===== config.mk =====
export PLATFORM = sky130hd
export DESIGN_NAME = strided_copy_top
export DESIGN_NICKNAME = d
export VERILOG_FILES = /design/src/source/strided_copy_pkg.sv /design/src/source/strided_copy_top.sv /design/src/source/copy_job_launcher.sv /design/src/source/addr_pair_joiner.sv /design/src/source/stride_addr_gen.sv
export VERILOG_INCLUDE_DIRS = /design/src /design/src/source
export SDC_FILE = /design/constraint.sdc
export NUM_CORES = 2
export LEC_CHECK = 0
export BUFFER_PORTS_ARGS = -buffer_cell sky130_fd_sc_hd__buf_4
export CAP_MARGIN = 15
export CELL_PAD_IN_SITES_DETAIL_PLACEMENT = 0
export CELL_PAD_IN_SITES_GLOBAL_PLACEMENT = 2
export CORE_ASPECT_RATIO = 0.5
export CORE_UTILIZATION = 30
export CTS_CLUSTER_DIAMETER = 150
export DETAILED_ROUTE_END_ITERATION = 8
export PLACE_DENSITY = 0.73
export SLEW_MARGIN = 20
export SYNTH_ARGS = -nofsm -noshare
export SYNTH_HDL_FRONTEND = slang
export SYNTH_SLANG_ARGS = --single-unit

===== constraint.sdc =====
create_clock -name clk_i -period 17.64 [get_ports clk_i]
set_clock_uncertainty 0.2 [all_clocks]
set_input_delay 1.764 -clock clk_i [delete_from_list [all_inputs] [get_ports clk_i]]
set_output_delay 1.764 -clock clk_i [all_outputs]
set_load 0.1 [all_outputs]

===== src/source/copy_settings.svh =====
// copy engine width settings
`ifndef COPY_SETTINGS_SVH
`define COPY_SETTINGS_SVH

// byte address width, one full word per address
`define ADDR_W 32

// length and transaction counter width
// tot_len, d0_len and d1_len all share it
`define LEN_W 16

// cycles the launcher holds clear high before presample
`define CLR_CYC 2

// note: both walkers of one job need equal tot_len,
// the pair joiner pops them in lockstep

`endif

===== src/source/strided_copy_pkg.sv =====
// strided copy types
`default_nettype none

`include "copy_settings.svh"

package strided_copy_pkg;

  // plain vector types
  typedef logic        [`ADDR_W-1:0] addr_t;    // unsigned byte address
  typedef logic signed [`ADDR_W-1:0] stride_t;  // signed byte stride
  typedef logic        [`LEN_W-1:0]  len_t;     // transaction count
  typedef logic        [1:0]         dim_en_t;  // 00 1-D, 01 2-D, 11 3-D

  // one tensor walk
  typedef struct packed {
    addr_t   base;       // start address
    len_t    tot_len;    // addresses emitted in total
    len_t    d0_len;     // inner dimension length
    len_t    d1_len;     // middle dimension length
    stride_t d0_stride;  // step along i0
    stride_t d1_stride;  // step along i1
    stride_t d2_stride;  // step along i2
    dim_en_t dim_en;     // wrap enables for d1/d2
  } walk_cfg_t;

  // one copy request, source paired with destination
  typedef struct packed {
    addr_t src_addr;  // read side
    addr_t dst_addr;  // write side
  } copy_req_t;

  // job launcher states
  typedef enum logic [2:0] {
    IDLE,       // waiting for start
    CLEAR,      // walkers held in clear
    PRESAMPLE,  // first address loaded
    RUN,        // walkers streaming
    DRAIN       // last request leaving joiner
  } launch_state_e;

endpackage

`default_nettype wire


===== src/source/strided_copy_top.sv =====
// strided copy address engine top
`timescale 1ns/10ps
`default_nettype none

module strided_copy_top
  import strided_copy_pkg::*;
(
  input  logic      clk_i,        // core clock
  input  logic      rst_ni,       // async reset, active low
  input  logic      start_i,      // job start pulse
  input  walk_cfg_t src_cfg_i,    // source tensor walk
  input  walk_cfg_t dst_cfg_i,    // destination tensor walk, same tot_len
  output copy_req_t copy_req_o,   // paired addresses
  output logic      req_valid_o,
  input  logic      req_ready_i,
  output logic      busy_o,       // job in flight
  output logic      done_o        // end of job pulse
);

  logic  gen_clear, gen_presample, gen_enable;  // shared walker controls
  addr_t src_addr, dst_addr;
  logic  src_valid, dst_valid;
  logic  src_ready, dst_ready;
  logic  src_done, dst_done;
  logic  join_empty;

  copy_job_launcher i_launcher (
    .clk_i, .rst_ni, .start_i,
    .src_done_i(src_done), .dst_done_i(dst_done), .join_empty_i(join_empty),
    .clear_o(gen_clear), .presample_o(gen_presample), .enable_o(gen_enable),
    .busy_o, .done_o
  );

  stride_addr_gen i_src_gen (
    .clk_i, .rst_ni,
    .clear_i(gen_clear), .presample_i(gen_presample), .enable_i(gen_enable),
    .cfg_i(src_cfg_i), .addr_o(src_addr), .addr_valid_o(src_valid),
    .addr_ready_i(src_ready), .done_o(src_done)
  );

  stride_addr_gen i_dst_gen (
    .clk_i, .rst_ni,
    .clear_i(gen_clear), .presample_i(gen_presample), .enable_i(gen_enable),
    .cfg_i(dst_cfg_i), .addr_o(dst_addr), .addr_valid_o(dst_valid),
    .addr_ready_i(dst_ready), .done_o(dst_done)
  );

  addr_pair_joiner i_joiner (
    .clk_i, .rst_ni,
    .src_addr_i(src_addr), .dst_addr_i(dst_addr),
    .src_valid_i(src_valid), .dst_valid_i(dst_valid),
    .src_ready_o(src_ready), .dst_ready_o(dst_ready),
    .req_o(copy_req_o), .req_valid_o, .req_ready_i, .empty_o(join_empty)
  );

endmodule

`default_nettype wire


===== src/source/copy_job_launcher.sv =====
// copy job launcher
`timescale 1ns/10ps
`default_nettype none

`include "copy_settings.svh"

module copy_job_launcher
  import strided_copy_pkg::*;
(
  input  logic clk_i,         // core clock
  input  logic rst_ni,        // async reset, active low
  input  logic start_i,       // job start pulse
  input  logic src_done_i,    // source walker finished
  input  logic dst_done_i,    // destination walker finished
  input  logic join_empty_i,  // joiner holds no request
  output logic clear_o,       // walker clear
  output logic presample_o,   // walker presample
  output logic enable_o,      // walker enable
  output logic busy_o,        // job in flight
  output logic done_o         // one-cycle end of job
);

  localparam int unsigned CLR_W = $clog2(`CLR_CYC + 1);

  launch_state_e    state_q, state_d;
  logic [CLR_W-1:0] clr_cnt_q;  // cycles spent in clear
  logic             clr_last;
  logic             done_q;

  assign clr_last = (clr_cnt_q == CLR_W'(`CLR_CYC - 1));

  // next state
  always_comb begin
    state_d = state_q;
    case (state_q)
      IDLE: begin
        if (start_i) state_d = CLEAR;  // start while busy never reaches here
      end
      CLEAR: begin
        if (clr_last) state_d = PRESAMPLE;
      end
      PRESAMPLE: begin
        state_d = RUN;  // single cycle
      end
      RUN: begin
        if (src_done_i && dst_done_i) state_d = DRAIN;
      end
      DRAIN: begin
        if (join_empty_i) state_d = IDLE;  // last request accepted
      end
      default: begin
        state_d = IDLE;
      end
    endcase
  end

  always_ff @(posedge clk_i or negedge rst_ni) begin
    if (!rst_ni) begin
      state_q   <= IDLE;
      clr_cnt_q <= '0;
      done_q    <= 1'b0;
    end else begin
      state_q <= state_d;
      done_q  <= (state_q == DRAIN) & join_empty_i;  // pulse on drain exit
      if (state_q == CLEAR) begin
        clr_cnt_q <= clr_cnt_q + CLR_W'(1);
      end else begin
        clr_cnt_q <= '0;
      end
    end
  end

  // state decodes
  assign clear_o     = (state_q == CLEAR);
  assign presample_o = (state_q == PRESAMPLE);
  assign enable_o    = (state_q == PRESAMPLE) | (state_q == RUN);  // presample needs enable
  assign busy_o      = (state_q != IDLE);
  assign done_o      = done_q;

endmodule

`default_nettype wire


===== src/source/addr_pair_joiner.sv =====
// address pair joiner
`timescale 1ns/10ps
`default_nettype none

module addr_pair_joiner
  import strided_copy_pkg::*;
(
  input  logic      clk_i,        // core clock
  input  logic      rst_ni,       // async reset, active low
  input  addr_t     src_addr_i,   // source walker address
  input  addr_t     dst_addr_i,   // destination walker address
  input  logic      src_valid_i,
  input  logic      dst_valid_i,
  output logic      src_ready_o,  // granted together with dst
  output logic      dst_ready_o,
  output copy_req_t req_o,        // registered request
  output logic      req_valid_o,
  input  logic      req_ready_i,  // downstream ready
  output logic      empty_o       // no request held
);

  copy_req_t req_q;
  logic      req_valid_q;

  logic      both_valid;  // a full pair is waiting
  logic      slot_free;   // register empty or being taken
  logic      accept;      // pair loads on this edge
  logic      take;        // request leaves on this edge

  assign both_valid = src_valid_i & dst_valid_i;
  assign take       = req_valid_q & req_ready_i;
  assign slot_free  = ~req_valid_q | req_ready_i;
  assign accept     = both_valid & slot_free;

  // lockstep grant, neither stream runs ahead
  assign src_ready_o = accept;
  assign dst_ready_o = accept;

  // output valid
  always_ff @(posedge clk_i or negedge rst_ni) begin
    if (!rst_ni) begin
      req_valid_q <= 1'b0;
    end else if (accept) begin
      req_valid_q <= 1'b1;  // refill, also when taken this edge
    end else if (take) begin
      req_valid_q <= 1'b0;
    end
  end

  // request payload
  always_ff @(posedge clk_i) begin
    if (accept) begin
      req_q.src_addr <= src_addr_i;
      req_q.dst_addr <= dst_addr_i;
    end
  end

  assign req_o       = req_q;
  assign req_valid_o = req_valid_q;
  assign empty_o     = ~req_valid_q;  // launcher waits on this in drain

endmodule

`default_nettype wire


===== src/source/stride_addr_gen.sv =====
// 3-D strided address generator
`timescale 1ns/10ps
`default_nettype none

module stride_addr_gen
  import strided_copy_pkg::*;
(
  input  logic      clk_i,         // core clock
  input  logic      rst_ni,        // async reset, active low
  input  logic      clear_i,       // sync clear of walk state
  input  logic      presample_i,   // load index 0
  input  logic      enable_i,      // advance enable, freezes when low
  input  walk_cfg_t cfg_i,         // shape, strides, base
  output addr_t     addr_o,        // registered address
  output logic      addr_valid_o,  // registered valid
  input  logic      addr_ready_i,  // consumer ready
  output logic      done_o         // tot_len addresses sent
);

  // per-dimension byte offsets
  addr_t d0_off_q, d0_off_d;
  addr_t d1_off_q, d1_off_d;
  addr_t d2_off_q, d2_off_d;

  // index counters, i2 is implicit in d2_off
  len_t  i0_q, i0_d;
  len_t  i1_q, i1_d;
  len_t  ov_cnt_q, ov_cnt_d;  // transfers done so far

  addr_t addr_q, addr_d;
  logic  valid_q, valid_d;
  logic  done_q, done_d;

  logic  xfer;       // handshake on this edge
  logic  d0_wrap;    // i0 at its last value with d1 enabled
  logic  d1_wrap;    // i1 at its last value with d2 enabled
  logic  last_xfer;  // this transfer is number tot_len

  assign xfer      = valid_q & addr_ready_i;
  assign d0_wrap   = cfg_i.dim_en[0] & (i0_q == cfg_i.d0_len - len_t'(1));
  assign d1_wrap   = cfg_i.dim_en[1] & (i1_q == cfg_i.d1_len - len_t'(1));
  assign last_xfer = (ov_cnt_q == cfg_i.tot_len - len_t'(1));

  // next walk state
  always_comb begin
    d0_off_d = d0_off_q;
    d1_off_d = d1_off_q;
    d2_off_d = d2_off_q;
    i0_d     = i0_q;
    i1_d     = i1_q;
    ov_cnt_d = ov_cnt_q;
    valid_d  = valid_q;
    done_d   = done_q;
    if (presample_i) begin
      d0_off_d = '0;                             // restart at index 0
      d1_off_d = '0;
      d2_off_d = '0;
      i0_d     = '0;
      i1_d     = '0;
      ov_cnt_d = '0;
      valid_d  = (cfg_i.tot_len != '0);          // empty job emits nothing
      done_d   = (cfg_i.tot_len == '0);
    end else if (xfer) begin
      ov_cnt_d = ov_cnt_q + len_t'(1);
      if (!d0_wrap) begin
        i0_d     = i0_q + len_t'(1);             // plain inner step
        d0_off_d = d0_off_q + addr_t'(cfg_i.d0_stride);
      end else if (!d1_wrap) begin
        i0_d     = '0;                           // wrap into d1
        d0_off_d = '0;
        i1_d     = i1_q + len_t'(1);
        d1_off_d = d1_off_q + addr_t'(cfg_i.d1_stride);
      end else begin
        i0_d     = '0;                           // wrap into d2
        d0_off_d = '0;
        i1_d     = '0;
        d1_off_d = '0;
        d2_off_d = d2_off_q + addr_t'(cfg_i.d2_stride);
      end
      if (last_xfer) begin
        valid_d = 1'b0;                          // stream finished
        done_d  = 1'b1;
      end
    end
  end

  // signed strides wrap modulo 2^ADDR_W
  assign addr_d = cfg_i.base + d2_off_d + d1_off_d + d0_off_d;

  // control and counters
  always_ff @(posedge clk_i or negedge rst_ni) begin
    if (!rst_ni) begin
      d0_off_q <= '0;
      d1_off_q <= '0;
      d2_off_q <= '0;
      i0_q     <= '0;
      i1_q     <= '0;
      ov_cnt_q <= '0;
      valid_q  <= 1'b0;
      done_q   <= 1'b0;
    end else if (clear_i) begin
      d0_off_q <= '0;
      d1_off_q <= '0;
      d2_off_q <= '0;
      i0_q     <= '0;
      i1_q     <= '0;
      ov_cnt_q <= '0;
      valid_q  <= 1'b0;
      done_q   <= 1'b0;
    end else if (enable_i) begin
      d0_off_q <= d0_off_d;
      d1_off_q <= d1_off_d;
      d2_off_q <= d2_off_d;
      i0_q     <= i0_d;
      i1_q     <= i1_d;
      ov_cnt_q <= ov_cnt_d;
      valid_q  <= valid_d;
      done_q   <= done_d;
    end
  end

  // address payload, only moves on load or transfer
  always_ff @(posedge clk_i) begin
    if (enable_i && (presample_i || xfer)) begin
      addr_q <= addr_d;
    end
  end

  assign addr_o       = addr_q;
  assign addr_valid_o = valid_q;
  assign done_o       = done_q;

endmodule

`default_nettype wire


==> results.py <==
metrics = {
    "outcome": {
        "outcome": "completed",
    },
    "cells_and_area": {
        "layout_commonest_cell": "nand2_1",
        "final_layout_size_suffix_gt1_share_pct": 13.2,
        "syn2layout_area_growth_pct": 18.5,
        "final_cell_mix": "557 x nand2_1, 469 x buf_4, 359 x o21ai_0",
        "final_nets": 5379,
    },
    "routing": {
        "dr.pass1.iters": 5,
        "drt_iter0_markers": 2151,
        "vias": 32998,
        "drt-total-wl_mm": 135,
        "antenna_left": 0,
        "viasPerCell": 5.25,
        "routedWlPerCell_um": 21.5,
        "drc": 0,
    },
    "synth": {
        "synth_area_um2": 36700,
        "synth.mux.area_fraction_pct": 0.473,
        "syn_inst": 4255,
        "synth_xor_xnor_area_share_pct": 8.94,
        "syn_area_per_cell_um2": 8.63,
        "synth_adder_area_share_pct": 16.0,
        "synth_top_family_by_area": "compound AO/OA/AOI/OAI gates",
        "ys_warn_count": 0,
        "synthFlopType": "dfrtp_1",
        "async_flop_share_pct": 70.0,
        "synth_compound_area_share_pct": 21.2,
        "synth_edf_count": 128,
        "ys_types": 85,
        "ys_seq_area_share_pct": 30.8,
        "synth_simple_gate_area_share_pct": 18.0,
        "synth_nets": 5008,
        "synth-seq-cells": 427,
    },
    "critical_path": {
        "crit_path_start_kind": "input port",
        "worstPathArrival_ns": 9.58,
        "required_ns": 17.82,
        "crit_fanout": 21,
        "cpMaxStageDelayCell": "nand2_1",
        "critical_path_class": "input port to flop",
        "cp-end-kind": "flop",
        "slowest_delay_ns": 0.59,
    },
    "timing": {
        "worstMarginPinSlew_ns": 1.13,
        "slew_violations": 0,
        "slew_headroom_pct": 24.6,
        "fin_tns_setup_ns": 0,
        "rsz0062_at_grt": "false",
        "hold_viol_final": 0,
        "setup_viol": 0,
        "period_needed_ns": 9.39,
        "finalCritPeriodShare_pct": 53.3,
        "fmax_ghz": 0.106,
    },
    "clocking": {
        "htree_levels": 2,
        "cts.path.max_buffers": 3,
        "cts_tree": "yes",
        "cts_hold_buf": 0,
        "cts_buffers": 50,
        "insertion_delay_ns": 0.66,
        "cts_root_buffer": "clkbuf_16",
        "clock_sinks": 427,
        "clk_pin_slew_ns": 0.07,
        "cts_resized": 0,
        "postCtsSetupRepairBufs": 0,
    },
    "power_and_ir_drop": {
        "peakVddDrop_mv": 0.0751,
        "p_total_mw": 3.96,
        "power.density_nw_per_um2": 91.0,
        "p_leak_nw": 19.8,
    },
    "die": {
        "start_util_pct": 30.4,
        "dieHeight_um": 249,
        "core_um2": 121000,
        "die_area_um2": 124000,
        "pin_count": 427,
        "die_x_um": 497,
        "rows": 90,
    },
    "run": {
        "maxCapViolations": 0,
    },
    "min_path": {
        "hold_class": "flop to flop",
    },
    "global_route": {
        "grt_pass1_vias": 32478,
        "grt_usage_pct": 21.4,
        "grt_first_pass_wirelength_mm": 203,
        "antenna_found_initial": 4,
        "grt_overflow": 0,
        "grt_max_degree": 73,
    },
    "place": {
        "post-dp-hpwl_mm": 106,
        "io_buffers": 426,
        "globalplace.congestion": 0.894,
    },
}
layout make-up:
class / instances / area [µm²]
Multi-Input combinational cell: 3393 / 23900
Timing Repair Buffer: 470 / 3540
Inverter: 284 / 1070
Antenna cell: 4 / 10.0
Sequential cell: 427 / 11300
Clock buffer: 63 / 1350
Tap cell: 1610 / 2010
Clock inverter: 31 / 349
Fill cell: 12506 / 77400
worst max-delay path, delay by kind of cell:
kind	cells	cell delay, ns
buf+inv	4	0.32
fa+ha+maj	5	1.51
xor+xnor	2	0.25
simple gates	9	3.16
compound gates	11	2.55
path summary, 6_finish.rpt:
check / from / endpoint / slack [ns] / cells past startpoint
max: src_cfg_i[114] / i_src_gen.addr_o[31]$_DFFE_PP_ / 8.25 / 31
min in group asynchronous: rst_ni / i_dst_gen.i1_q[8]$_DFFE_PN0P_ / 0.90 / 1
min reg2reg: i_dst_gen.addr_o[3]$_DFFE_PP_ / i_joiner.req_o[3]$_DFFE_PP_ / 0.22 / 0
max reg2reg: i_dst_gen.i0_q[8]$_DFFE_PN0P_ / i_dst_gen.addr_o[31]$_DFFE_PP_ / 9.59 / 30
max in group asynchronous: rst_ni / i_src_gen.d1_off_q[2]$_DFFE_PN0P_ / 14.04 / 3
min: i_dst_gen.addr_o[3]$_DFFE_PP_ / i_joiner.req_o[3]$_DFFE_PP_ / 0.22 / 0
report_power, final:
part / switching (mW) / internal [mW]
sequential: 0.0720 / 1.14
combinational: 1.12 / 0.493
clock: 0.514 / 0.624
routing by layer:
layer,up-vias,track usage (%),wire [µm]
met5,-,0,0
met3,115,2.08,4680
li1,15969,-,-
met2,607,37.1,66300
met4,0,4.46,2360
met1,16307,28.7,61400
flip-flops by register name, indices dropped and copies added, names as in the netlist, 16 cells and up:
name                count
i_src_gen.addr_o       32
i_dst_gen.d0_off_q     32
i_dst_gen.addr_o       32
i_dst_gen.d2_off_q     32
i_src_gen.i1_q         16
i_dst_gen.d1_off_q     32
i_src_gen.i0_q         16
i_src_gen.ov_cnt_q     16
i_joiner.req_o         64
i_dst_gen.i0_q         16
i_src_gen.d0_off_q     32
i_dst_gen.ov_cnt_q     16
i_dst_gen.i1_q         16
i_src_gen.d1_off_q     32
i_src_gen.d2_off_q     32
logic make-up after synthesis:
family	Yosys count
muxes	17
xor gates and xnor gates	375
adders and majority gates	393
AOI/OAI and AO/OA	1206
buffers and inverters	435
DFF	427
and+or+nand+nor	1402
through the flow:
stage	worst slack, ns	hold slack [ns]	util (%)	instance area (µm²)	instances
floorplan	9.03	0.200	-	36700	4255
global placement	7.75	0.202	34.6	41800	6184
detailed placement	7.59	0.205	34.6	41800	6184
CTS	8.26	0.216	36.0	43500	6278
global route	7.37	0.225	36.0	43500	6282
finish	8.25	0.219	36.0	43500	6282
cell usage after synthesis, types with 127 or more instances:
cell type	instances	area (µm²)
nand2_1	558	2090
o21ai_0	360	1800
dfrtp_1	299	7480
inv_1	284	1070
a21oi_1	263	1320
ha_1	263	3290
nor2_1	251	942
xnor2_1	226	1980
xor2_1	149	1310
clkbuf_1	143	537
a22o_1	137	1200
fa_1	130	2600
edfxtp_1	128	3840
nand3_1	127	636
No activity file was read; power rests on OpenSTA's default activity.
